**config.mk**
```make
export PLATFORM = sky130hd
export DESIGN_NAME = writeback_select
export DESIGN_NICKNAME = d
export VERILOG_FILES = /design/src/design/mem_stage_config.svh /design/src/design/mem_stage_pkg.sv /design/src/design/writeback_select.sv
export SDC_FILE = /design/constraint.sdc
export NUM_CORES = 1
export LEC_CHECK = 0
export BUFFER_PORTS_ARGS = -buffer_cell sky130_fd_sc_hd__buf_2
export CORE_MARGIN = 2
export CORE_UTILIZATION = 38
export DETAILED_ROUTE_END_ITERATION = 8
export GPL_TIMING_DRIVEN = 1
export PLACE_DENSITY_LB_ADDON = 0.3
export SLEW_MARGIN = 15
export SYNTH_ARGS = -nofsm -noshare
export SYNTH_HDL_FRONTEND = slang
export SYNTH_SLANG_ARGS = --single-unit
```
**constraint.sdc**
```tcl
create_clock -name vclk -period 2.7
set_input_delay 0.54 -clock vclk [all_inputs]
set_output_delay 0.54 -clock vclk [all_outputs]
set_load 0.03 [all_outputs]
```
**src/design/mem_stage_config.svh**
```systemverilog
`ifndef MEM_STAGE_CONFIG_SVH
`define MEM_STAGE_CONFIG_SVH

//////////////////////////////////////////////////////////////////////
// Data memory geometry
//////////////////////////////////////////////////////////////////////

// Depth in 32-bit words
`define DMEM_WORDS 1024

// Word index width, log2 of the depth
`define DMEM_INDEX_W 10

// Byte address bits that select a word
`define DMEM_BYTE_ADDR_W (`DMEM_INDEX_W + 2)

`endif
```
**src/design/mem_stage_pkg.sv**
```systemverilog
package mem_stage_pkg;

    //////////////////////////////////////////////////////////////////////
    // Basic vectors
    //////////////////////////////////////////////////////////////////////

    typedef logic [31:0] word_t;
    typedef logic [4:0]  reg_addr_t;
    typedef logic [2:0]  load_op_t;
    typedef logic [1:0]  store_op_t;
    typedef logic [3:0]  byte_en_t;
    typedef logic [1:0]  byte_off_t;

    // Load codes
    localparam load_op_t LOAD_NONE = 3'd0;
    localparam load_op_t LOAD_B    = 3'd1;
    localparam load_op_t LOAD_H    = 3'd2;
    localparam load_op_t LOAD_W    = 3'd3;
    localparam load_op_t LOAD_BU   = 3'd4;
    localparam load_op_t LOAD_HU   = 3'd5;

    // Store codes
    localparam store_op_t STORE_NONE = 2'd0;
    localparam store_op_t STORE_B    = 2'd1;
    localparam store_op_t STORE_H    = 2'd2;
    localparam store_op_t STORE_W    = 2'd3;

    //////////////////////////////////////////////////////////////////////
    // Stage registers
    //////////////////////////////////////////////////////////////////////

    // Execute result entering the memory stage
    typedef struct packed {
        reg_addr_t rd_addr;
        word_t     alu_result;  // result, or address for memory ops
        load_op_t  load_op;
        store_op_t store_op;
        word_t     store_data;
        logic      wb_sel;      // 1 takes load data
        logic      rd_we;
    } ex_mem_t;

    // What write-back still needs
    typedef struct packed {
        reg_addr_t rd_addr;
        word_t     alu_result;
        load_op_t  load_op;
        byte_off_t byte_off;
        logic      wb_sel;
        logic      rd_we;
    } mem_wb_t;

endpackage

```
**src/design/writeback_select.sv**
```systemverilog
module writeback_select (
    input  mem_stage_pkg::mem_wb_t   wb_q,
    input  mem_stage_pkg::word_t     rdata,
    output mem_stage_pkg::reg_addr_t rd_addr,
    output mem_stage_pkg::word_t     rd_data,
    output logic                     rd_we
);

    import mem_stage_pkg::*;

    logic [7:0]  load_byte;
    logic [15:0] load_half;
    word_t       load_data;

    //////////////////////////////////////////////////////////////////////
    // Lane extraction
    //////////////////////////////////////////////////////////////////////

    assign load_byte = rdata[{wb_q.byte_off, 3'b000} +: 8];

    // Halfword lane from offset bit 1 only
    assign load_half = wb_q.byte_off[1] ? rdata[31:16] : rdata[15:0];

    always_comb
    begin
        case (wb_q.load_op)
            LOAD_B:
            begin
                load_data = {{24{load_byte[7]}}, load_byte};
            end
            LOAD_H:
            begin
                load_data = {{16{load_half[15]}}, load_half};
            end
            LOAD_BU:
            begin
                load_data = {24'h000000, load_byte};
            end
            LOAD_HU:
            begin
                load_data = {16'h0000, load_half};
            end
            default:
            begin
                // LOAD_W and no load pass the word through
                load_data = rdata;
            end
        endcase
    end

    //////////////////////////////////////////////////////////////////////
    // Write-back mux
    //////////////////////////////////////////////////////////////////////

    assign rd_data = wb_q.wb_sel ? load_data : wb_q.alu_result;
    assign rd_addr = wb_q.rd_addr;
    assign rd_we   = wb_q.rd_we;

endmodule

```
==> results.py <==
metrics = {
    "cells_and_area": {
        "diodes": 0,
        "area_growth_pct": 46.31,
        "final-seq-area_sq_um": 0,
        "flops_and_latches": 0,
        "layout-drive-gt1-share_pct": 47.29,
        "clock_buffers": 0,
        "fin_nets": 336,
    },
    "power": {
        "p_per_area_mw_per_mm2": 254.0,
        "peakVddDrop_mv": 0.09931,
        "power_uw": 422.7,
        "p_leak_nw": 0.7923,
    },
    "floorplan": {
        "dieArea_sq_mm": 0.003447,
        "core_sq_mm": 0.002805,
        "die_y_um": 58.71,
        "die_x_um": 58.71,
        "rows": 19,
        "initial_utilization_pct": 40.54,
        "io_pins": 114,
    },
    "synth": {
        "syn_nets": 244,
        "yosysSeqAreaShare_pct": 0,
        "synthesis.area_sq_mm": 0.001137,
        "syn-instance-count": 168,
        "synth.distinct_cells": 33,
        "avgSynthCellArea_sq_um": 6.770,
        "ys_warn_count": 0,
    },
    "worst_setup_path": {
        "worstSetupPathType": "in2out",
        "required_ns": 2.16,
        "startpoint_type": "primary input",
        "cp_max_fo": 4,
        "cp.arrival_ns": 2.07,
        "worstSetupEndpointType": "output pin",
    },
    "sta": {
        "finalWorstSetupSlack_ns": 0.08546,
        "rsz0062_at_grt": "no",
        "min_period_ns": 2.615,
        "slew_headroom_pct": 61.26,
        "worstMarginPinSlew_ns": 0.5804,
        "finalMaxSlewViolations": 0,
        "hold_viol_final": 0,
        "post-route-period-util_pct": 96.83,
        "setup_viol": 0,
        "fmax_ghz": 0.3825,
    },
    "drt": {
        "drtIter0Drc": 99,
        "routed.top_layer": "met4",
        "dr.pass1.iters": 7,
        "met1Wirelength_um": 1847,
        "wirelength_um": 4273,
        "drc": 10,
        "vias": 1683,
        "viasPerCell": 5.824,
        "routedWlPerCell_um": 14.79,
        "wl_met3_um": 428,
        "wl_met2_um": 1953,
        "antenna_left": 0,
    },
    "grt": {
        "overflow": 0,
        "grt_use_total_pct": 23.25,
        "grt_pass1_wl_um": 6479,
        "antenna_found_initial": 0,
        "grt_pass1_vias": 1427,
        "grt_max_degree": 24,
    },
    "run_status": {
        "failed_checks": "DRC",
        "status": "finished, violations left",
    },
    "run": {
        "maxCapViolations": 0,
    },
    "place": {
        "gp_congestion": 0.9896,
        "dpl.hpwl_um": 3589,
        "dp_slack_ns": -0.03606,
        "port_buffers": 102,
    },
    "worst_hold_path": {
        "hold_class": "in2out",
    },
}
power by group:
part | internal (mW) | total (mW) | switching [mW]
Clock | 0 | 0 | 0
Combinational | 0.167 | 0.423 | 0.255
Sequential | 0 | 0 | 0
metrics by stage:
stage | std cells | setup TNS [ns] | hold WS, ns | util [%] | area, sq um
floorplan | 168 | 0 | 1.212 | - | 1137
global placement | 289 | -0.005385 | 1.080 | 58.12 | 1630
detailed placement | 289 | -0.1926 | 1.080 | 58.12 | 1630
CTS | 289 | 0 | 1.080 | 58.43 | 1639
global route | 289 | 0 | 1.080 | 59.32 | 1664
finish | 289 | 0 | 1.080 | 59.32 | 1664
path summary, 6_finish.rpt:
path,start,to,slack (ns),depth (start not counted)
setup / recovery,wb_q[3],rd_data[7],0.09,7
hold / removal,wb_q[39],rd_addr[0],1.08,0
layout by cell type, fill, tap and decap left out, drive strengths merged, types with 3 or more instances in the layout:
master,netlist,final
a21oi,20,20
nor3,8,8
buf,12,112
o32ai,7,7
nand2,9,9
o22ai,7,7
o21ai,8,8
o21a,9,9
a221o,16,16
o22a,8,8
inv,3,3
a32o,7,7
nor2,22,22
mux2i,9,9
synth_stat cells (2+ instances only):
master,instances,area [sq um]
nor3_1,7,35.03
nand2_1,9,33.78
o21a_1,9,67.56
clkbuf_1,9,33.78
inv_1,3,11.26
buf_2,2,10.01
mux2i_1,9,90.09
a32o_1,7,70.07
nor2_2,2,12.51
buf_4,8,60.06
o22a_1,8,70.07
o22ai_1,7,43.79
nor2_1,20,75.07
a221o_1,16,160.2
o21ai_0,7,35.03
a21oi_1,19,95.09
o32ai_1,7,61.31
nand2b_1,2,12.51
nor2b_1,2,12.51
buf_6,2,22.52
cells by family (layout without fill, tap and decap cells):
| logic type | after synthesis | count (layout) | share of synthesized area [%] |
|---|---|---|---|
| mux | 11 | 11 | 10.89 |
| buf+inv | 26 | 116 | 12.87 |
| compound gates | 83 | 83 | 55.23 |
| xor+xnor | 2 | 2 | 2.201 |
| simple gates | 45 | 45 | 17.93 |
| fa+ha+maj | 1 | 1 | 0.8801 |
worst max-delay path: stages:
cell and delay, ns:
buf_4 0.12, mux4_2 0.54, o21a_1 0.24, nor2_4 0.14, a21oi_1 0.08, mux2_2 0.27, buf_6 0.14
timing repair:
| action | CTS | global route |
|---|---|---|
| pin swaps | 0 | 2 |
| endpoints found under the hold margin | 0 | 0 |
| gates resized for setup | 2 | 8 |
| hold buffers | 0 | 0 |
| setup endpoints to repair | 16 | 7 |
| setup buffers | 0 | 0 |
area by class of cell:
type               count  area [sq um]
well taps             31         38.79
inverters              4         15.01
multi-input cells    142          1016
repair buffers       112         594.3
fillers              270          1141
per-layer routing:
layer / GRT usage (%) / vias to the layer above
met5: 0 / -
met4: 2.597 / 0
met3: 1.978 / 4
met2: 40.29 / 100
met1: 32.40 / 733
li1: - / 846
Power figures use the tool's default switching activity.
