`src/design/mem_stage_config.svh`:
```
`ifndef MEM_STAGE_CONFIG_SVH
`define MEM_STAGE_CONFIG_SVH

//////////////////////////////////////////////////////////////////////
// Data memory geometry
//////////////////////////////////////////////////////////////////////

// Depth in 32-bit words
`define DMEM_WORDS 1024

// Word index width, log2 of the depth
`define DMEM_INDEX_W 10

// Byte address bits that select a word
`define DMEM_BYTE_ADDR_W (`DMEM_INDEX_W + 2)

`endif
```
`src/design/mem_stage_pkg.sv`:
```
package mem_stage_pkg;

    //////////////////////////////////////////////////////////////////////
    // Basic vectors
    //////////////////////////////////////////////////////////////////////

    typedef logic [31:0] word_t;
    typedef logic [4:0]  reg_addr_t;
    typedef logic [2:0]  load_op_t;
    typedef logic [1:0]  store_op_t;
    typedef logic [3:0]  byte_en_t;
    typedef logic [1:0]  byte_off_t;

    // Load codes
    localparam load_op_t LOAD_NONE = 3'd0;
    localparam load_op_t LOAD_B    = 3'd1;
    localparam load_op_t LOAD_H    = 3'd2;
    localparam load_op_t LOAD_W    = 3'd3;
    localparam load_op_t LOAD_BU   = 3'd4;
    localparam load_op_t LOAD_HU   = 3'd5;

    // Store codes
    localparam store_op_t STORE_NONE = 2'd0;
    localparam store_op_t STORE_B    = 2'd1;
    localparam store_op_t STORE_H    = 2'd2;
    localparam store_op_t STORE_W    = 2'd3;

    //////////////////////////////////////////////////////////////////////
    // Stage registers
    //////////////////////////////////////////////////////////////////////

    // Execute result entering the memory stage
    typedef struct packed {
        reg_addr_t rd_addr;
        word_t     alu_result;  // result, or address for memory ops
        load_op_t  load_op;
        store_op_t store_op;
        word_t     store_data;
        logic      wb_sel;      // 1 takes load data
        logic      rd_we;
    } ex_mem_t;

    // What write-back still needs
    typedef struct packed {
        reg_addr_t rd_addr;
        word_t     alu_result;
        load_op_t  load_op;
        byte_off_t byte_off;
        logic      wb_sel;
        logic      rd_we;
    } mem_wb_t;

endpackage

```
`src/design/mem_wb_reg.sv`:
```
module mem_wb_reg (
    input  logic                   CLK,
    input  logic                   rst_n,
    input  logic                   stall,
    input  mem_stage_pkg::ex_mem_t ex_q,
    output mem_stage_pkg::mem_wb_t wb_q
);

    import mem_stage_pkg::*;

    // Control fields
    logic      rd_we_q;
    load_op_t  load_op_q;

    // Payload
    reg_addr_t rd_addr_q;
    word_t     alu_result_q;
    byte_off_t byte_off_q;
    logic      wb_sel_q;

    always_ff @(posedge CLK or negedge rst_n)
    begin
        if (!rst_n)
        begin
            rd_we_q   <= 1'b0;
            load_op_q <= LOAD_NONE;
        end
        else if (!stall)
        begin
            rd_we_q   <= ex_q.rd_we;
            load_op_q <= ex_q.load_op;
        end
    end

    // Byte offset kept for lane extraction after the RAM read
    always_ff @(posedge CLK)
    begin
        if (!stall)
        begin
            rd_addr_q    <= ex_q.rd_addr;
            alu_result_q <= ex_q.alu_result;
            byte_off_q   <= ex_q.alu_result[1:0];
            wb_sel_q     <= ex_q.wb_sel;
        end
    end

    assign wb_q = '{rd_addr: rd_addr_q, alu_result: alu_result_q, load_op: load_op_q,
                    byte_off: byte_off_q, wb_sel: wb_sel_q, rd_we: rd_we_q};

    // RAM data only valid when a load read it
    a_wb_sel_needs_load: assert property (@(posedge CLK) disable iff (!rst_n)
        !(wb_q.rd_we && wb_q.wb_sel && (wb_q.load_op == LOAD_NONE)))
        else $error("mem_wb_reg: wb_sel=%0h with load_op=%0h and rd_we=%0h",
                    wb_q.wb_sel, wb_q.load_op, wb_q.rd_we);

endmodule

```
`config.mk`:
```
export PLATFORM = sky130hd
export DESIGN_NAME = mem_wb_reg
export DESIGN_NICKNAME = d
export VERILOG_FILES = /design/src/design/mem_stage_config.svh /design/src/design/mem_stage_pkg.sv /design/src/design/mem_wb_reg.sv
export SDC_FILE = /design/constraint.sdc
export NUM_CORES = 1
export LEC_CHECK = 0
export BUFFER_PORTS_ARGS = -buffer_cell sky130_fd_sc_hd__buf_4
export CAP_MARGIN = 10
export CORE_MARGIN = 10
export CORE_UTILIZATION = 40
export CTS_BUF_LIST = sky130_fd_sc_hd__clkbuf_4 sky130_fd_sc_hd__clkbuf_8
export DETAILED_ROUTE_END_ITERATION = 10
export PLACE_DENSITY_LB_ADDON = 0.05
export REMOVE_ABC_BUFFERS = 1
export SETUP_SLACK_MARGIN = 0.4
export SKIP_CTS_REPAIR_TIMING = 1
export SYNTH_ARGS = -nofsm -noshare
export SYNTH_HDL_FRONTEND = slang
export SYNTH_SLANG_ARGS = --single-unit
```
`constraint.sdc`:
```
create_clock -name CLK -period 2.3 [get_ports CLK]
set_input_delay 0.46 -clock CLK [delete_from_list [all_inputs] [get_ports CLK]]
set_output_delay 0.46 -clock CLK [all_outputs]
set_load 0.03 [all_outputs]
```
==> results of run 1 <==
power by group through the flow:
stage	Combinational, µW	Sequential, µW	Clock [µW]
4_1_cts	319	919	348
2_1_floorplan	16.5	1070	0
3_5_place_dp	319	937	0
3_3_place_gp	315	934	0
6_report	314	917	335
5_1_grt	329	925	397
metrics by stage:
step | std cells | worst slack (ns) | hold slack, ns | util (%) | total power [µW]
2_1_floorplan | 47 | 0.705 | 0.164 | - | 1080
3_5_place_dp | 181 | 1.01 | 0.259 | 65.1 | 1260
3_3_place_gp | 181 | 1.02 | 0.256 | 65.1 | 1250
5_1_grt | 190 | 0.837 | 0.262 | 67.2 | 1650
4_1_cts | 189 | 0.881 | -0.113 | 66.9 | 1590
6_report | 190 | 0.909 | 0.298 | 67.2 | 1570
flip-flops by register name, indices dropped and copies added, names as in the netlist:
name	count
alu_result_q	32
load_op_q	3
rd_addr_q	5
rd_we_q	1
wb_sel_q	1
layout make-up:
cell class,count,share of cell area [%]
well taps,44,2.64
flip-flops and latches,42,59.5
clock inverters,2,0.420
inverters,1,0.180
multi-input cells,4,2.16
repair buffers,91,32.9
clock buffers,6,2.16
path summary, 6_finish.rpt:
| kind | from | endpoint | slack (ns) |
|---|---|---|---|
| worst max-delay path | alu_result_q[1] | wb_q[3] | 0.91 |
| max in group asynchronous | rst_n | load_op_q[0] | 1.74 |
| worst min-delay path | ex_q[44] | alu_result_q[5] | 0.30 |
| worst min register to register | rd_we_q | rd_we_q | 0.52 |
| min in group asynchronous | rst_n | rd_we_q | 0.47 |
| worst max register to register | load_op_q[1] | load_op_q[1] | 1.54 |
logic make-up after synthesis:
family   after synthesis
mux                    4
buf+inv                5
flops                 42
placed cells by master, fill, tap and decap left out:
cell type,count
inv_1,1
buf_4,90
dlygate4sd3_1,1
edfxtp_1,38
clkinv_2,1
clkinv_1,1
clkbuf_4,6
dfrtp_1,4
mux2_2,4
layer usage:
metal	vias up	part of all wire, %	routed length [µm]
li1	381	-	-
met1	380	37	1190
met2	50	55	1770
met3	2	8.1	264
met4	0	0.56	18
met5	-	0	0
synth_stat cells (all sizes together):
cell and number:
edfxtp 38, mux2 4, buf 4, inv 1, dfrtp 4
==> results.tsv, run 1 <==
metric	value	unit
Filler cells	249	
Final Cell Area	2080	µm²
register area share after synthesis	94.0	%
most used routing layer	met2	
CTS buffer count	5	
Yosys top cell by area	edfxtp_1	
Area after DPL	2020	µm²
Crit path largest cell delay	0.42	ns
simple-gate area share of the yosys netlist	0	%
Yosys top cell area share	86.4	%
IO buf count	88	
crit path time final	1.39	ns
Min-Delay Path Class	in -> reg	
Clock Power Share	21.4	%
max_cap viols	0	
Worst Path Arrival	0.93	ns
post-synthesis area per instance	25.9	µm²
final hold violation count	0	
slew of the pin with the lowest slew margin	0.284	ns
CTS tree	built	
Leakage	0.000909	µW
WP data required	1.84	ns
Routed Wire Length	3.24	mm
main combinational cell family by area after synthesis	multiplexers	
setup TNS	0	ns
Die ar.	6000	µm²
Synth area leaders	edfxtp_1, dfrtp_1, mux2_2	
final worst path period share	60.5	%
Max VDD drop	0.422	mV
routing usage on met1	10.8	%
FF+latch count, synth	42	
Die X	77.4	µm
status	completed	
ANT nets after route	0	
die height	77.4	µm
met3 Usage GRT	5.30	%
standard-cell row count	20	
Critical Path Stages	1	
clk buf depth	2	
DRC Markers	0	
DR vias	813	
Relative slew margins	81.1	%
Top delay family on crit path	flip-flops	
crit path cell chain	buf_4	
R2R depth	1	
All-Layer GR Usage	10.8	%
router iterations before antenna repair	4	
Ant. Diodes	0	
DRT iter0 DRCs	50	
XOR/XNOR Fraction of Synth Area	0	%
Synth Cell Area	1320	µm²
Clk Latency, worst-skew pair	0.33	ns
mean routed wirelength per cell	17.1	µm
Nets	224	
Synth Area in Compound Gates	0	%
number of global-route vias before repair	945	
mux contribution to synthesized area	3.41	%
part of the power in registers	58.6	%
CTS Sinks	42	
area growth from synthesis to final layout	57.9	%
vias per cell	4.28	
met2 usage	19.5	%
Initial Utilization	42.5	%
Syn Inst Count	51	
first-pass GRT wire length	5.00	mm
GP Congestion	0.672	
Setup Skew	0	ns
Slew Limit Fails	0	
H-tree depth	2	
Setup crit end kind	output port	
Adder-Cell Fraction of Synth Area	0	%
Worst Hold Path Cells	1	
initial antenna violation count	0	
Bufs and invs on worst path	1	
CORE AREA	3100	µm²
clock-pin slew on the worst setup and hold paths	0.11	ns
Register Area	1240	µm²
upper clock frequency limit	719	MHz
WS Path Type	reg -> out	
YS warnings	0	
Comb power frac	20.1	%
Ports	123	
share of cells above drive strength 1	69.2	%
RSZ-0062 raised after global routing	false	
Multi-input gate area	45.0	µm²
Power Dens Cells	752	nW/µm²
switch share	26.1	%
final setup violation count	0	
P_sw	409	µW
type of origin of the critical path	flop	
clock root cell	clkbuf_4	
Yosys cell types	5	
slowest CP cell	edfxtp_1	
Worst Path Max Fanout	2	
largest net degree at the start of global routing	24	
Pint	1160	µW
GRT overflow	0	
Power figures use the tool's default switching activity.
==> run 2, diff against run 1 <==
--- a/config.mk
+++ b/config.mk
@@ -8,7 +8,7 @@
 export BUFFER_PORTS_ARGS = -buffer_cell sky130_fd_sc_hd__buf_4
 export CAP_MARGIN = 10
 export CORE_MARGIN = 10
-export CORE_UTILIZATION = 40
+export CORE_UTILIZATION = 37
 export CTS_BUF_LIST = sky130_fd_sc_hd__clkbuf_4 sky130_fd_sc_hd__clkbuf_8
 export DETAILED_ROUTE_END_ITERATION = 10
 export PLACE_DENSITY_LB_ADDON = 0.05
==> constraint.sdc (replaced) <==
create_clock -name CLK -period 1.3 [get_ports CLK]
set_input_delay 0.26 -clock CLK [delete_from_list [all_inputs] [get_ports CLK]]
set_output_delay 0.26 -clock CLK [all_outputs]
set_load 0.03 [all_outputs]
==> results.tsv, run 2 (synthesis results as in run 1) <==
metric	value	unit	change
Max VDD drop	0.616	mV	+46%
WP data required	1.04	ns	-0.80 ns
upper clock frequency limit	830	MHz	
Ports	123		unchanged
Crit path largest cell delay	0.42	ns	about the same
router iterations before antenna repair	4		unchanged
CTS buffer count	5		unchanged
Final Power	2870	µW	+83%
GP Congestion	0.694		+3.2%
reg-to-reg slack, setup	0.51	ns	-1.03 ns
met2 usage	16.2	%	-3.3 points
Worst Slack Setup Final	0.0957	ns	-0.813 ns
Relative slew margins	88.4	%	+7.4 points
crit path time final	1.20	ns	
H-tree depth	2		unchanged
Top reg by flops	alu_result_q		
number of global-route vias before repair	915		-3.2%
Setup crit end kind	output port		
largest registers	alu_result_q x32, rd_addr_q x5, load_op_q x3		
initial antenna violation count	0		unchanged
GRT overflow	0		unchanged
Top delay family on crit path	flip-flops		
Worst Hold Path Cells	1		unchanged
CTS Sinks	42		unchanged
largest net degree at the start of global routing	20		-17%
Hold Crit Endpoint	alu_result_q[26]		
DRC Markers	0		unchanged
dpl ws	0.259	ns	-0.748 ns
crit path cell chain	buf_4		
first-pass GRT wire length	4.73	mm	-5.4%
CTS tree	built		
standard-cell row count	21		+5.0%
All-Layer GR Usage	9.80	%	-1.1 points
worst hold start	ex_q[65]		
area growth from synthesis to final layout	71.1	%	
DRT iter0 DRCs	97		+94%
IO buf count	88		unchanged
Filler cells	246		-1.2%
most used routing layer	met2		
Die ar.	6360	µm²	+6.0%
clk buf depth	2		unchanged
Setup Skew	0	ns	unchanged
WS Path Type	reg -> out		
Initial Utilization	38.9	%	-3.6 points
Worst Path Arrival	0.94	ns	about the same
share of cells above drive strength 1	69.2	%	unchanged
most frequent cells in the layout	buf_4, buf_6, edfxtp_1		
Area after DPL	2050	µm²	+1.4%
clock-pin slew on the worst setup and hold paths	0.11	ns	about the same
Bufs and invs on worst path	1		unchanged
Final Cell Area	2260	µm²	+8.3%
Routed Wire Length	3.28	mm	+1.3%
Slew Limit Fails	0		unchanged
reg-to-reg critical path startpoint	load_op_q[1]		
leading cell type in the layout, fill and taps excluded	buf_4		
mean routed wirelength per cell	17.1	µm	+0.27%
reg-to-reg endpoint	load_op_q[1]		
R2R depth	1		unchanged
max_cap viols	0		unchanged
Nets	224		unchanged
ANT nets after route	0		unchanged
Min-Delay Path Class	in -> reg		
slowest CP cell	edfxtp_1		
RSZ-0062 raised after global routing	true		
Power Dens Cells	1270	nW/µm²	+69%
met3 Usage GRT	7.77	%	+2.5 points
Worst Path Max Fanout	2		unchanged
clock root cell	clkbuf_4		
status	completed		
Ant. Diodes	0		unchanged
Clk Latency, worst-skew pair	0.34	ns	about the same
Die X	79.7	µm	+3.0%
DR vias	820		+0.86%
slew of the pin with the lowest slew margin	0.173	ns	-0.111 ns
max reg flops	32		unchanged
CORE AREA	3390	µm²	+9.2%
final setup violation count	0		unchanged
final worst path period share	92.6	%	
type of origin of the critical path	flop		
worst hold slack	0.0870	ns	-0.211 ns
final hold violation count	0		unchanged
die height	79.7	µm	+3.0%
routing usage on met1	9.21	%	-1.6 points
vias per cell	4.27		-0.19%
Leakage	0.000967	µW	+6.3%
==> run 2: cell types whose count changed in the layout (fill, tap and decap cells not counted) <==
| cell | before | now |
|---|---|---|
| buf_12 | 0 | 2 |
| buf_6 | 0 | 39 |
| buf_4 | 90 | 49 |
==> run 2: how the worst max path moves through the flow <==
stage | cells after the start | slack, ns | startpoint | endpoint
5_1_grt | 1 | 0.05 | alu_result_q[0] | wb_q[2]
3_3_place_gp | 3 | 0.27 | stall | alu_result_q[3]
3_5_place_dp | 3 | 0.26 | stall | alu_result_q[19]
6_report | 1 | 0.1 | alu_result_q[1] | wb_q[3]
2_1_floorplan | 1 | -0.1 | stall | alu_result_q[0]
4_1_cts | 1 | 0.08 | alu_result_q[1] | wb_q[3]
==> run 2: cell type report <==
cell class	instances	area, µm²	area share [%]
clock inverters	2	8.76	0.388
multi-input cells	4	45.0	1.99
repair buffers	91	857	38.0
flip-flops and latches	42	1240	55.0
inverters	1	3.75	0.166
well taps	46	57.6	2.55
clock buffers	6	45.0	1.99
==> run 2: layer usage <==
metal / vias to the layer above / part of all wire (%)
li1: 377 / -
met1: 384 / 34
met2: 54 / 51
met3: 5 / 14
met4: 0 / 0.85
met5: - / 0
==> run 2: report_power, final <==
group / internal [µW] / leakage [µW] / switching (µW)
Combinational: 300 / 0.000515 / 323
Clock: 224 / 0.0000331 / 380
Sequential: 1590 / 0.000419 / 52.6
Total: 2120 / 0.000967 / 756
==> run 2: per-stage QoR <==
stage / utilization, % / cells / setup TNS [ns]
final: 66.6 / 192 / 0
after global routing: 66.6 / 192 / 0
after CTS: 62.0 / 191 / 0
after detailed placement: 60.4 / 183 / 0
after global placement: 60.4 / 183 / 0
after floorplan: - / 47 / -3.63
==> run 3, diff against run 2 <==
--- a/config.mk
+++ b/config.mk
@@ -18,3 +18,4 @@
 export SYNTH_ARGS = -nofsm -noshare
 export SYNTH_HDL_FRONTEND = slang
 export SYNTH_SLANG_ARGS = --single-unit
+export TNS_END_PERCENT = 100
==> constraint.sdc (replaced) <==
create_clock -name CLK -period 1.3 [get_ports CLK]
set_input_delay 0.065 -clock CLK [delete_from_list [all_inputs] [get_ports CLK]]
set_output_delay 0.065 -clock CLK [all_outputs]
set_load 0.03 [all_outputs]
==> results.tsv, run 3 (synthesis results as in run 1) <==
metric	value	unit	change
Crit path largest cell delay	0.44	ns	+0.02 ns
die height	79.7	µm	unchanged
share of cells above drive strength 1	54.3	%	-15 points
standard-cell row count	21		unchanged
Initial Utilization	38.9	%	unchanged
Die ar.	6360	µm²	unchanged
crit path cell chain	buf_6		
CTS buffer count	5		unchanged
H-tree depth	2		unchanged
GP Congestion	0.689		-0.66%
Top reg by flops	alu_result_q		
Relative slew margins	85.1	%	-3.4 points
largest net degree at the start of global routing	18		-10%
largest registers	alu_result_q x32, rd_addr_q x5, load_op_q x3		
crit path time final	0.999	ns	-0.205 ns
DRT iter0 DRCs	43		-56%
number of global-route vias before repair	926		+1.2%
Filler cells	192		-22%
Top delay family on crit path	flip-flops		
Worst Path Max Fanout	2		unchanged
leading cell type in the layout, fill and taps excluded	buf_4		
Die X	79.7	µm	unchanged
clock root cell	clkbuf_4		
IO buf count	88		unchanged
final setup violation count	0		unchanged
slew of the pin with the lowest slew margin	0.224	ns	+0.0506 ns
Final Cell Area	2670	µm²	+18%
final hold violation count	0		unchanged
first-pass GRT wire length	4.87	mm	+3.1%
clk buf depth	2		unchanged
type of origin of the critical path	flop		
Power Dens Cells	1110	nW/µm²	-13%
vias per cell	4.27		about the same
area growth from synthesis to final layout	102	%	
DRC Markers	0		unchanged
final worst path period share	76.9	%	-16 points
Clk Latency, worst-skew pair	0.32	ns	-0.02 ns
CORE AREA	3390	µm²	unchanged
Leakage	0.00114	µW	+18%
max reg flops	32		unchanged
Slew Limit Fails	0		unchanged
Nets	267		+19%
Bufs and invs on worst path	1		unchanged
Area after DPL	2030	µm²	-0.85%
slowest CP cell	edfxtp_1		
Setup Skew	0	ns	unchanged
Setup crit end kind	output port		
DPL Wire Length	2.63	mm	
WS Path Type	reg -> out		
Routed Wire Length	3.90	mm	+19%
RSZ-0062 raised after global routing	true		
Worst Path Arrival	0.93	ns	about the same
status	completed		
Ports	123		unchanged
mean routed wirelength per cell	16.6	µm	-2.6%
Ant. Diodes	0		unchanged
upper clock frequency limit	1000	MHz	+21%
CTS Sinks	42		unchanged
All-Layer GR Usage	10.0	%	+0.22 points
CTS tree	built		
GRT overflow	0		unchanged
ANT nets after route	0		unchanged
max_cap viols	0		unchanged
DR vias	1000		+22%
Min-Delay Path Class	in -> reg		
most frequent cells in the layout	buf_4, dlygate4sd3_1, buf_6		
WP data required	1.24	ns	+0.20 ns
setup TNS	0	ns	unchanged
initial antenna violation count	0		unchanged
router iterations before antenna repair	4		unchanged
clock-pin slew on the worst setup and hold paths	0.10	ns	about the same
Max VDD drop	0.690	mV	+12%
==> run 3: final cells by class <==
type                    count  area [µm²]  area share, %
clock buffers               7        52.6           1.97
inverters                   1        3.75          0.141
multi-input cells           4        45.0           1.69
flip-flops and latches     42        1240           46.5
well taps                  46        57.6           2.16
repair buffers            134        1270           47.5
==> run 3: metal layers <==
layer / up-vias / GRT usage [%] / wire, µm
met5: - / 0 / 0
li1: 466 / - / -
met3: 3 / 7.09 / 451
met2: 55 / 16.8 / 2210
met4: 0 / 3.17 / 22
met1: 476 / 9.52 / 1210
==> run 3: where the power goes <==
part           leakage, µW  switching (µW)  internal (µW)
Combinational     0.000689             347            379
Clock            0.0000322             347            246
Sequential        0.000419            55.3           1590
Total              0.00114             749           2220
==> run 3: metrics by stage <==
stage / cells / setup slack [ns] / hold WS, ns / utilization, % / power [µW]
floorplan: 47 / 0.0995 / -0.231 / - / 1920
global placement: 184 / 0.431 / -0.137 / 59.9 / 2210
detailed placement: 184 / 0.413 / -0.135 / 59.9 / 2220
CTS: 191 / 0.281 / -0.509 / 61.5 / 2820
global route: 234 / 0.251 / 0.00212 / 78.7 / 3110
finish: 234 / 0.301 / 0.0211 / 78.7 / 2970
==> run 3: final timing paths <==
| path | startpoint | end | slack (ns) | cells past startpoint |
|---|---|---|---|---|
| max | alu_result_q[1] | wb_q[8] | 0.30 | 1 |
| min | stall | load_op_q[0] | 0.02 | 2 |
| max reg2reg | rd_we_q | rd_we_q | 0.52 | 1 |
| min reg2reg | load_op_q[2] | load_op_q[2] | 0.55 | 1 |
| max in group asynchronous | rst_n | load_op_q[1] | 1.12 | 2 |
| min in group asynchronous | rst_n | load_op_q[2] | 0.08 | 2 |
