$ cat config.mk
export PLATFORM = sky130hd
export DESIGN_NAME = store_align
export DESIGN_NICKNAME = d
export VERILOG_FILES = /design/src/design/mem_stage_pkg.sv /design/src/design/store_align.sv
export VERILOG_INCLUDE_DIRS = /design/src /design/src/design
export SDC_FILE = /design/constraint.sdc
export NUM_CORES = 1
export LEC_CHECK = 0
export BUFFER_PORTS_ARGS = -buffer_cell sky130_fd_sc_hd__buf_2
export CORE_UTILIZATION = 31
export DETAILED_ROUTE_END_ITERATION = 16
export PLACE_DENSITY = 0.9
export SYNTH_ARGS = -nofsm -noshare
export SYNTH_HDL_FRONTEND = slang
export SYNTH_SLANG_ARGS = --single-unit
$ cat constraint.sdc
create_clock -name vclk -period 2.9
set_input_delay 0.145 -clock vclk [all_inputs]
set_output_delay 0.145 -clock vclk [all_outputs]
set_load 0.1 [all_outputs]
$ cat src/design/mem_stage_config.svh
`ifndef MEM_STAGE_CONFIG_SVH
`define MEM_STAGE_CONFIG_SVH

//////////////////////////////////////////////////////////////////////
// Data memory geometry
//////////////////////////////////////////////////////////////////////

// Depth in 32-bit words
`define DMEM_WORDS 1024

// Word index width, log2 of the depth
`define DMEM_INDEX_W 10

// Byte address bits that select a word
`define DMEM_BYTE_ADDR_W (`DMEM_INDEX_W + 2)

`endif
$ cat src/design/mem_stage_pkg.sv
package mem_stage_pkg;

    //////////////////////////////////////////////////////////////////////
    // Basic vectors
    //////////////////////////////////////////////////////////////////////

    typedef logic [31:0] word_t;
    typedef logic [4:0]  reg_addr_t;
    typedef logic [2:0]  load_op_t;
    typedef logic [1:0]  store_op_t;
    typedef logic [3:0]  byte_en_t;
    typedef logic [1:0]  byte_off_t;

    // Load codes
    localparam load_op_t LOAD_NONE = 3'd0;
    localparam load_op_t LOAD_B    = 3'd1;
    localparam load_op_t LOAD_H    = 3'd2;
    localparam load_op_t LOAD_W    = 3'd3;
    localparam load_op_t LOAD_BU   = 3'd4;
    localparam load_op_t LOAD_HU   = 3'd5;

    // Store codes
    localparam store_op_t STORE_NONE = 2'd0;
    localparam store_op_t STORE_B    = 2'd1;
    localparam store_op_t STORE_H    = 2'd2;
    localparam store_op_t STORE_W    = 2'd3;

    //////////////////////////////////////////////////////////////////////
    // Stage registers
    //////////////////////////////////////////////////////////////////////

    // Execute result entering the memory stage
    typedef struct packed {
        reg_addr_t rd_addr;
        word_t     alu_result;  // result, or address for memory ops
        load_op_t  load_op;
        store_op_t store_op;
        word_t     store_data;
        logic      wb_sel;      // 1 takes load data
        logic      rd_we;
    } ex_mem_t;

    // What write-back still needs
    typedef struct packed {
        reg_addr_t rd_addr;
        word_t     alu_result;
        load_op_t  load_op;
        byte_off_t byte_off;
        logic      wb_sel;
        logic      rd_we;
    } mem_wb_t;

endpackage

$ cat src/design/store_align.sv
`include "mem_stage_config.svh"

module store_align (
    input  mem_stage_pkg::store_op_t  store_op,
    input  mem_stage_pkg::word_t      addr,
    input  mem_stage_pkg::word_t      store_data,
    output mem_stage_pkg::byte_en_t   be,
    output mem_stage_pkg::word_t      wdata,
    output logic [`DMEM_INDEX_W-1:0]  index
);

    import mem_stage_pkg::*;

    byte_off_t off;

    assign off = addr[1:0];

    //////////////////////////////////////////////////////////////////////
    // Lane replication and byte enables
    //////////////////////////////////////////////////////////////////////

    // Data goes to every lane, the enables pick the one that lands
    always_comb
    begin
        case (store_op)
            STORE_B:
            begin
                wdata = {4{store_data[7:0]}};
                be    = 4'b0001 << off;
            end
            STORE_H:
            begin
                wdata = {2{store_data[15:0]}};
                // Low bit of the offset is ignored
                if (off[1])
                begin
                    be = 4'b1100;
                end
                else
                begin
                    be = 4'b0011;
                end
            end
            STORE_W:
            begin
                wdata = store_data;
                be    = 4'b1111;
            end
            default:
            begin
                wdata = store_data;
                be    = 4'b0000;
            end
        endcase
    end

    //////////////////////////////////////////////////////////////////////
    // Word index
    //////////////////////////////////////////////////////////////////////

    // Upper address bits wrap around the depth
    assign index = addr[`DMEM_BYTE_ADDR_W-1:2];

endmodule

==> qor.txt, run 1 <==
Status: finished clean
Final Wtd Congestion: 0.683
Mean area per synthesized cell: 6.22 µm²
Seq/Total Area, Yosys: 0%
# rows: 16
Worst Path Arrival: 1.88 ns
Worst Setup Path Type: input pin to output port
Critical path's most frequent cell: buf_2
WP data required: 2.76 ns
Via count: 870
Diode count: 0
Area grow syn2layout: 33.0%
Critical path capture point type: output port
Die height: 47.9 µm
Pwr dens: 608 nW/µm²
GRT Overall Usage: 15.3%
CTS resizes: 0
CP max stage cell: ha_1
Final net count: 225
Layout Utilization: 44.3%
Peak supply drop: 0.249 mV
DRT Pass-1 Iters: 4
CP peak stage delay: 0.61 ns
Most common cell in the netlist: buf_4
Relative slew slack: 66.1%
Initial antenna violation count: 0
Cell count after synthesis: 105
Ys Warns: 0
Starting Density: 33.3%
Routed wire per std cell: 11.1 µm
Die Wd: 47.9 µm
Pwr Total: 528 µW
Final slew viol count: 0
Largest net degree at the start of global routing: 19
Crit path max fanout: 18
Crit path time final: 2.02 ns
Clock buffer count: 0
First-pass GRT wire length: 2.59 mm
Congestion Overflow GR: 0
Remaining DRCs: 0
Seq Cell Count: 0
RSZ-0062 raised after global routing: false
Number of global-route vias before repair: 595
Final wirelength: 1.99 mm
Synth cell types: 18
Synthesized area: 653 µm²
Max Fclk: 494 MHz
Worst Tran Pin Value: 0.509 ns
Dpl hpwl: 1.58 mm
Share of Yosys cell area claimed by the top area cell type: 20.7%
Max_cap viols: 0
Final Hold Vio Count: 0
Synth area leaders: buf_4 (21%), a22o_1 (11%), ha_1 (9.6%), a21oi_1 (9.2%), a22oi_1 (9.2%)
Layout cells sized above 1: 49.3%
Routed vias/inst: 4.86
Post-synth top cells: buf_4 (18), a21oi_1 (12), inv_1 (12)
HP Class: input pin to output port
Worst path cell trace: buf_2 -> inv_1 -> ha_1 -> buf_4 -> nor2_1 -> a21oi_1 -> buf_2
Core Region: 1960 µm²
Ports: 112
Period Utilization, post-route: 69.8%
Startpoint Class: input pin
Setup TNS: 0 ns
Initial DRC Count: 9
# hold bufs at CTS: 0
Post-Syn Nets: 176
Reg area: 0 µm²
Final setup fails: 0
Port buffer count: 72
Leading area contributor after synthesis: buf_4
Post-DRT Antenna Nets: 0
DIE AREA: 2290 µm²
Setup bufs post-CTS: 0
Lkg Pwr: 0.541 nW
## critical path, delay by kind of cell
kind                       cells  cell delay, ns
AOI/OAI and AO/OA              1            0.12
buffers and inverters          4            0.94
adders and majority gates      1            0.61
and+or+nand+nor                1            0.07
## cell families after synthesis
group           Yosys count  synth area share, %
compound gates           39                 39.5
buf+inv                  38                 35.4
simple gates             23                 15.5
fa+ha+maj                 5                 9.58
## worst paths after layout
path   endpoint  cells past startpoint         from
max   wdata[25]                      7  store_op[0]
min    index[5]                      0      addr[7]
## metrics by stage
step	instances	hold WS (ns)	area [µm²]	setup slack, ns
global route	179	0.290	868	0.700
global placement	179	0.291	868	0.887
finish	179	0.290	868	0.876
detailed placement	179	0.291	868	0.867
CTS	179	0.291	868	0.855
floorplan	105	0.502	653	0.477
## per-layer routing
layer  vias to the layer above  track usage (%)  share of wire [%]
met5                         -                0                  0
met4                         0                0                  0
met3                         0            0.377                8.7
met2                        54             29.7                 47
met1                       377             19.8                 44
li1                        439                -                  -
## power by group
group	switching [mW]	internal (mW)	leakage, nW
logic	0.442	0.0856	0.541
clock network	0	0	0
registers	0	0	0
## cells in the final DEF, fill, tap and decap left out
cell | synthesis | final
nand2b_1 | 1 | 1
a21oi_1 | 12 | 12
a21o_1 | 1 | 1
o22ai_1 | 8 | 8
nor2b_1 | 2 | 2
inv_1 | 12 | 12
nor2_1 | 10 | 10
buf_4 | 18 | 1
buf_2 | 5 | 72
nand2_1 | 8 | 8
ha_1 | 5 | 5
and2_4 | 1 | 1
o21ai_1 | 2 | 2
a22o_1 | 8 | 8
nor2_2 | 1 | 1
a22oi_1 | 8 | 8
## layout make-up
class | instances | area (µm²)
Fill cell | 229 | 1090
Inverter | 12 | 45.0
Multi-Input combinational cell | 67 | 422
Tap cell | 27 | 33.8
Timing Repair Buffer | 73 | 368
(Power assumes the default switching activity.)
==> run 2: changes to the inputs <==
--- a/config.mk
+++ b/config.mk
@@ -7,9 +7,9 @@
 export NUM_CORES = 1
 export LEC_CHECK = 0
 export BUFFER_PORTS_ARGS = -buffer_cell sky130_fd_sc_hd__buf_2
-export CORE_UTILIZATION = 31
+export CORE_UTILIZATION = 29
 export DETAILED_ROUTE_END_ITERATION = 16
-export PLACE_DENSITY = 0.9
+export PLACE_DENSITY = 0.85
 export SYNTH_ARGS = -nofsm -noshare
 export SYNTH_HDL_FRONTEND = slang
 export SYNTH_SLANG_ARGS = --single-unit
==> constraint.sdc (replaced) <==
create_clock -name vclk -period 1.9
set_input_delay 0.095 -clock vclk [all_inputs]
set_output_delay 0.095 -clock vclk [all_outputs]
set_load 0.1 [all_outputs]
==> run 2 against run 1 <==
  * Total power up 85%
  * Cell area is 34% higher
  * Critical path type unchanged
  * Wire length increased by 7.7%
  * Hold slack got worse by 0.10 ns
  * Critical endpoint is now wdata[10]
  * Cell count rose by 1.7%
  * Via count up 2.3%
  * Flip-flop and latch count did not move
==> qor.txt, run 2 (synthesis results as in run 1) <==
Starting Density: 32.0% (was 33.3%)
Routed vias/inst: 4.89 (was 4.86)
Initial DRC Count: 15 (was 9)
Final setup fails: 0 (unchanged)
Post-DRT Antenna Nets: 0 (unchanged)
Relative slew slack: 67.1% (was 66.1%)
Seq Cell Count: 0 (unchanged)
WP data required: 1.80 ns (was 2.76 ns)
Delay-heaviest family, CP: buffers and inverters (unchanged)
Placed Cells: 182 (was 179)
HP Class: input pin to output port (unchanged)
Peak supply drop: 0.414 mV (was 0.249 mV)
Via count: 890 (was 870)
CP max stage cell: buf_2 (was ha_1)
Worst Tran Pin Value: 0.497 ns (was 0.509 ns)
Worst Setup Path Type: input pin to output port (unchanged)
GRT Overall Usage: 16.7% (was 15.3%)
Clock buffer count: 0 (unchanged)
Setup bufs post-CTS: 0 (unchanged)
Ports: 112 (unchanged)
Largest net degree at the start of global routing: 25 (was 19)
Startpoint Class: input pin (unchanged)
DIE AREA: 2450 µm² (was 2290 µm²)
CTS resizes: 0 (unchanged)
Port buffer count: 72 (unchanged)
Period Utilization, post-route: 88.0%
Die Wd: 49.5 µm (was 47.9 µm)
RSZ-0062 raised after global routing: false (unchanged)
Routed wire per std cell: 11.8 µm (was 11.1 µm)
Initial antenna violation count: 0 (unchanged)
Final Hold Vio Count: 0 (unchanged)
Area grow syn2layout: 77.6% (was 33.0%)
Critical path capture point type: output port (unchanged)
Diode count: 0 (unchanged)
Crit path time final: 1.67 ns
Critical path's most frequent cell: buf_2 (unchanged)
Lkg Pwr: 0.641 nW (was 0.541 nW)
Final wirelength: 2.15 mm (was 1.99 mm)
Worst Path Arrival: 1.58 ns (was 1.88 ns)
Final net count: 228 (was 225)
CP bufs+invs: 3 (was 4)
Worst path cell trace: buf_2 -> inv_1 -> ha_1 -> nand2b_1 -> a22o_1 -> buf_2 (was buf_2 -> inv_1 -> ha_1 -> buf_4 -> nor2_1 -> a21oi_1 -> buf_2)
# hold bufs at CTS: 0 (unchanged)
# rows: 16 (unchanged)
Congestion Overflow GR: 0 (unchanged)
Reg area: 0 µm² (unchanged)
Commonest cells after routing, fill and taps aside: buf_2 (55), buf_12 (17), inv_1 (12) (was buf_2 (72), inv_1 (12), a21oi_1 (12))
Final slew viol count: 0 (unchanged)
Pwr Total: 977 µW (was 528 µW)
Layout cells sized above 1: 52.3% (was 49.3%)
Layout Utilization: 56.8% (was 44.3%)
Core Region: 2040 µm² (was 1960 µm²)
DRT Pass-1 Iters: 4 (unchanged)
Final Wtd Congestion: 0.744 (was 0.683)
Die height: 49.5 µm (was 47.9 µm)
Max Fclk: 598 MHz
Status: finished clean (unchanged)
Pwr dens: 842 nW/µm² (was 608 nW/µm²)
Max_cap viols: 0 (unchanged)
CP startpoint: store_op[0] (unchanged)
First-pass GRT wire length: 3.37 mm (was 2.59 mm)
Post-Layout Cell Count: 182 (was 179)
Crit path max fanout: 8 (was 18)
Dpl hpwl: 1.78 mm (was 1.58 mm)
Remaining DRCs: 0 (unchanged)
HP Start: addr[2] (was addr[7])
Commonest non-fill, non-tap cell in the layout: buf_2 (unchanged)
CP peak stage delay: 0.42 ns (was 0.61 ns)
Number of global-route vias before repair: 780 (was 595)
==> run 2: path summary, 6_finish.rpt <==
kind | to | depth (start not counted)
max | wdata[10] | 6
min | index[0] | 0
==> run 2: cell type report <==
type,instances,area [µm²]
multi-input cells,67,435
repair buffers,76,646
inverters,12,45.0
fillers,198,882
well taps,27,33.8
==> run 2: per-stage QoR <==
step	cell area, µm²	hold slack [ns]	TNS [ns]	worst slack (ns)
after global routing	1160	0.190	0	0.144
after global placement	1160	0.191	0	0.261
final	1160	0.190	0	0.228
after CTS	1160	0.191	0	0.220
after floorplan	667	0.402	-6.25	-0.423
after detailed placement	1160	0.191	0	0.225
==> run 2: metal layers <==
layer,share of wire [%],global-route usage (%),vias to the layer above
met5,0,0,-
met4,0,0,0
met3,12,4.63,0
met2,48,32.0,65
met1,40,19.2,380
li1,-,-,445
==> run 2: report_power, final <==
part,switching [mW],internal (mW),total (mW)
clock network,0,0,0
logic,0.708,0.269,0.977
registers,0,0,0
==> run 3: changes to the inputs <==
--- a/config.mk
+++ b/config.mk
@@ -6,10 +6,11 @@
 export SDC_FILE = /design/constraint.sdc
 export NUM_CORES = 1
 export LEC_CHECK = 0
+export ABC_AREA = 1
 export BUFFER_PORTS_ARGS = -buffer_cell sky130_fd_sc_hd__buf_2
-export CORE_UTILIZATION = 29
+export CORE_UTILIZATION = 30
 export DETAILED_ROUTE_END_ITERATION = 16
-export PLACE_DENSITY = 0.85
+export PLACE_DENSITY = 0.84
 export SYNTH_ARGS = -nofsm -noshare
 export SYNTH_HDL_FRONTEND = slang
 export SYNTH_SLANG_ARGS = --single-unit
==> run 3 against run 2 <==
  * Global-route usage up 2.8 points
  * Sequential share of layout area did not move
  * Combinational power about the same
  * Largest cell class unchanged
==> qor.txt, run 3 <==
Status: finished clean (unchanged)
Cell count after synthesis: 138 (was 105)
Final setup fails: 0 (unchanged)
CP startpoint: store_op[1] (was store_op[0])
Die height: 50.5 µm (was 49.5 µm)
M2 GR Usage: 38.2% (was 32.0%)
Share of Yosys cell area claimed by the top area cell type: 47.9% (was 20.7%)
Synthesized area: 706 µm² (was 653 µm²)
Seq/Total Area, Yosys: 0% (unchanged)
Initial antenna violation count: 0 (unchanged)
Period Utilization, post-route: 80.8% (was 88.0%)
CTS resizes: 0 (unchanged)
Startpoint Class: input pin (unchanged)
Initial DRC Count: 13 (was 15)
Pre-CTS setup slack: 0.359 ns (was 0.225 ns)
First-pass GRT wire length: 3.95 mm (was 3.37 mm)
Worst Path Arrival: 1.44 ns (was 1.58 ns)
Routed vias/inst: 4.35 (was 4.89)
Crit path max fanout: 10 (was 8)
CP max stage cell: buf_2 (unchanged)
HP Start: addr[5] (was addr[2])
Fillers: 214 (was 198)
M3 GR Usage: 4.55% (was 4.63%)
Max Fclk: 651 MHz (was 598 MHz)
Max_cap viols: 0 (unchanged)
Layout cells sized above 1: 42.9% (was 52.3%)
Worst Setup Path Type: input pin to output port (unchanged)
# rows: 17 (was 16)
# hold bufs at CTS: 0 (unchanged)
Clock buffer count: 0 (unchanged)
Core Region: 2210 µm² (was 2040 µm²)
Ys Warns: 0 (unchanged)
Pwr dens: 784 nW/µm² (was 842 nW/µm²)
RSZ-0062 raised after global routing: false (unchanged)
Commonest cells after routing, fill and taps aside: nand2_1 (90), buf_2 (48), buf_12 (24) (was buf_2 (55), buf_12 (17), inv_1 (12))
Area grow syn2layout: 83.3% (was 77.6%)
Post-synth top cells: nand2_1 (90), buf_4 (19), nor2_1 (6) (was buf_4 (18), a21oi_1 (12), inv_1 (12))
Lkg Pwr: 0.786 nW (was 0.641 nW)
Final Hold Vio Count: 0 (unchanged)
Commonest non-fill, non-tap cell in the layout: nand2_1 (was buf_2)
Routed wire per std cell: 11.1 µm (was 11.8 µm)
Die Wd: 50.5 µm (was 49.5 µm)
Reg area: 0 µm² (unchanged)
Critical path capture point type: output port (unchanged)
Critical path's most frequent cell: buf_2 (unchanged)
Worst Tran Pin Value: 0.491 ns (was 0.497 ns)
HP Class: input pin to output port (unchanged)
Relative slew slack: 67.5% (was 67.1%)
Ports: 112 (unchanged)
DRT Pass-1 Iters: 4 (unchanged)
Starting Density: 31.9% (was 32.0%)
Final Wtd Congestion: 0.738 (was 0.744)
WP data required: 1.80 ns (about the same)
Setup bufs post-CTS: 0 (unchanged)
Crit path time final: 1.54 ns (was 1.67 ns)
CP peak stage delay: 0.44 ns (was 0.42 ns)
Diode count: 0 (unchanged)
Worst path cell trace: buf_2 -> inv_1 -> ha_1 -> nand3b_1 -> a21oi_1 -> buf_2 (was buf_2 -> inv_1 -> ha_1 -> nand2b_1 -> a22o_1 -> buf_2)
Seq Cell Count: 0 (unchanged)
Port buffer count: 72 (unchanged)
Final wirelength: 2.40 mm (was 2.15 mm)
Pwr Total: 1.01 mW (was 977 µW)
Via count: 944 (was 890)
DIE AREA: 2550 µm² (was 2450 µm²)
Post-Syn Nets: 209 (was 176)
GRT Overall Usage: 19.4% (was 16.7%)
Peak supply drop: 0.413 mV (was 0.414 mV)
PnR worst setup slack: 0.365 ns (was 0.228 ns)
CP Capture Point: be[2] (was wdata[10])
Mean area per synthesized cell: 5.11 µm² (was 6.22 µm²)
Dpl hpwl: 2.04 mm (was 1.78 mm)
Synth area leaders: nand2_1 (48%), buf_4 (20%), ha_1 (8.9%), buf_6 (6.4%), nor2_1 (3.2%) (was buf_4 (21%), a22o_1 (11%), ha_1 (9.6%), a21oi_1 (9.2%), a22oi_1 (9.2%))
Leading area contributor after synthesis: nand2_1 (was buf_4)
Final slew viol count: 0 (unchanged)
Largest net degree at the start of global routing: 26 (was 25)
Synth cell types: 13 (was 18)
Final net count: 262 (was 228)
Hold slack: 0.190 ns (unchanged)
Number of global-route vias before repair: 876 (was 780)
Multi-input logic area: 499 µm² (was 435 µm²)
Global route hottest layer: met2 (unchanged)
Met1 GRT Util: 21.0% (was 19.2%)
Most common cell in the netlist: nand2_1 (was buf_4)
Remaining DRCs: 0 (unchanged)
Congestion Overflow GR: 0 (unchanged)
Post-DRT Antenna Nets: 0 (unchanged)
## run 3: cell types whose count changed in the layout (fill, tap and decap cells not counted), sizes merged, moves of 2 or more
| cell | change |
|---|---|
| a22oi | -8 |
| o22ai | -8 |
| a22o | -8 |
| nor2 | -3 |
| o21ai | -2 |
| nor2b | -2 |
| a21oi | -9 |
| buf | -2 |
| inv | -7 |
| nand2 | +84 |
## run 3: metal layers
layer  share of wire [%]  routed length (µm)  up-vias
li1                    -                   -      503
met1                  35                 850      393
met2                  55                1320       44
met3                 8.8                 210        4
met4                0.92                  22        0
met5                   0                   0        -
## run 3: cell families (layout without fill, tap and decap cells)
group | Yosys count | in the layout | share of synthesized area (%)
and+or+nand+nor | 102 | 102 | 59.0
buffers and inverters | 28 | 79 | 30.0
AOI/OAI and AO/OA | 3 | 3 | 2.13
adders and majority gates | 5 | 5 | 8.87
## run 3: report_power, final
part | switching [mW] | leakage (nW) | internal (mW)
sequential | 0 | 0 | 0
combinational | 0.715 | 0.786 | 0.299
clock | 0 | 0 | 0
## run 3: through the flow
| step | std cells | area, µm² | setup TNS, ns | utilization (%) |
|---|---|---|---|---|
| global placement | 217 | 1290 | 0 | 58.5 |
| finish | 217 | 1290 | 0 | 58.5 |
| detailed placement | 217 | 1290 | 0 | 58.5 |
| floorplan | 138 | 711 | -0.516 | - |
| global route | 217 | 1290 | 0 | 58.5 |
| CTS | 217 | 1290 | 0 | 58.5 |
## run 3: final cells by class
cell class                 count  share of cell area, %
timing repair buffer          74                   56.9
multi-input combinational    110                   38.6
tap                           28                   2.71
inverter                       5                   1.84
## run 3: worst min-delay path by stage
stage / end / slack, ns / depth (start not counted)
after floorplan: index[0] / 0.40 / 1
after detailed placement: index[0] / 0.19 / 0
after global routing: index[3] / 0.19 / 0
final: index[3] / 0.19 / 0
after global placement: index[0] / 0.19 / 0
after CTS: index[0] / 0.19 / 0
## run 3: critical path: cells and delay by family
| family | cells | cell delay, ns |
|---|---|---|
| buffers and inverters | 3 | 0.65 |
| adder cells (fa/ha/maj) | 1 | 0.41 |
| AO/OA/AOI/OAI | 1 | 0.16 |
| AND/OR/NAND/NOR | 1 | 0.12 |
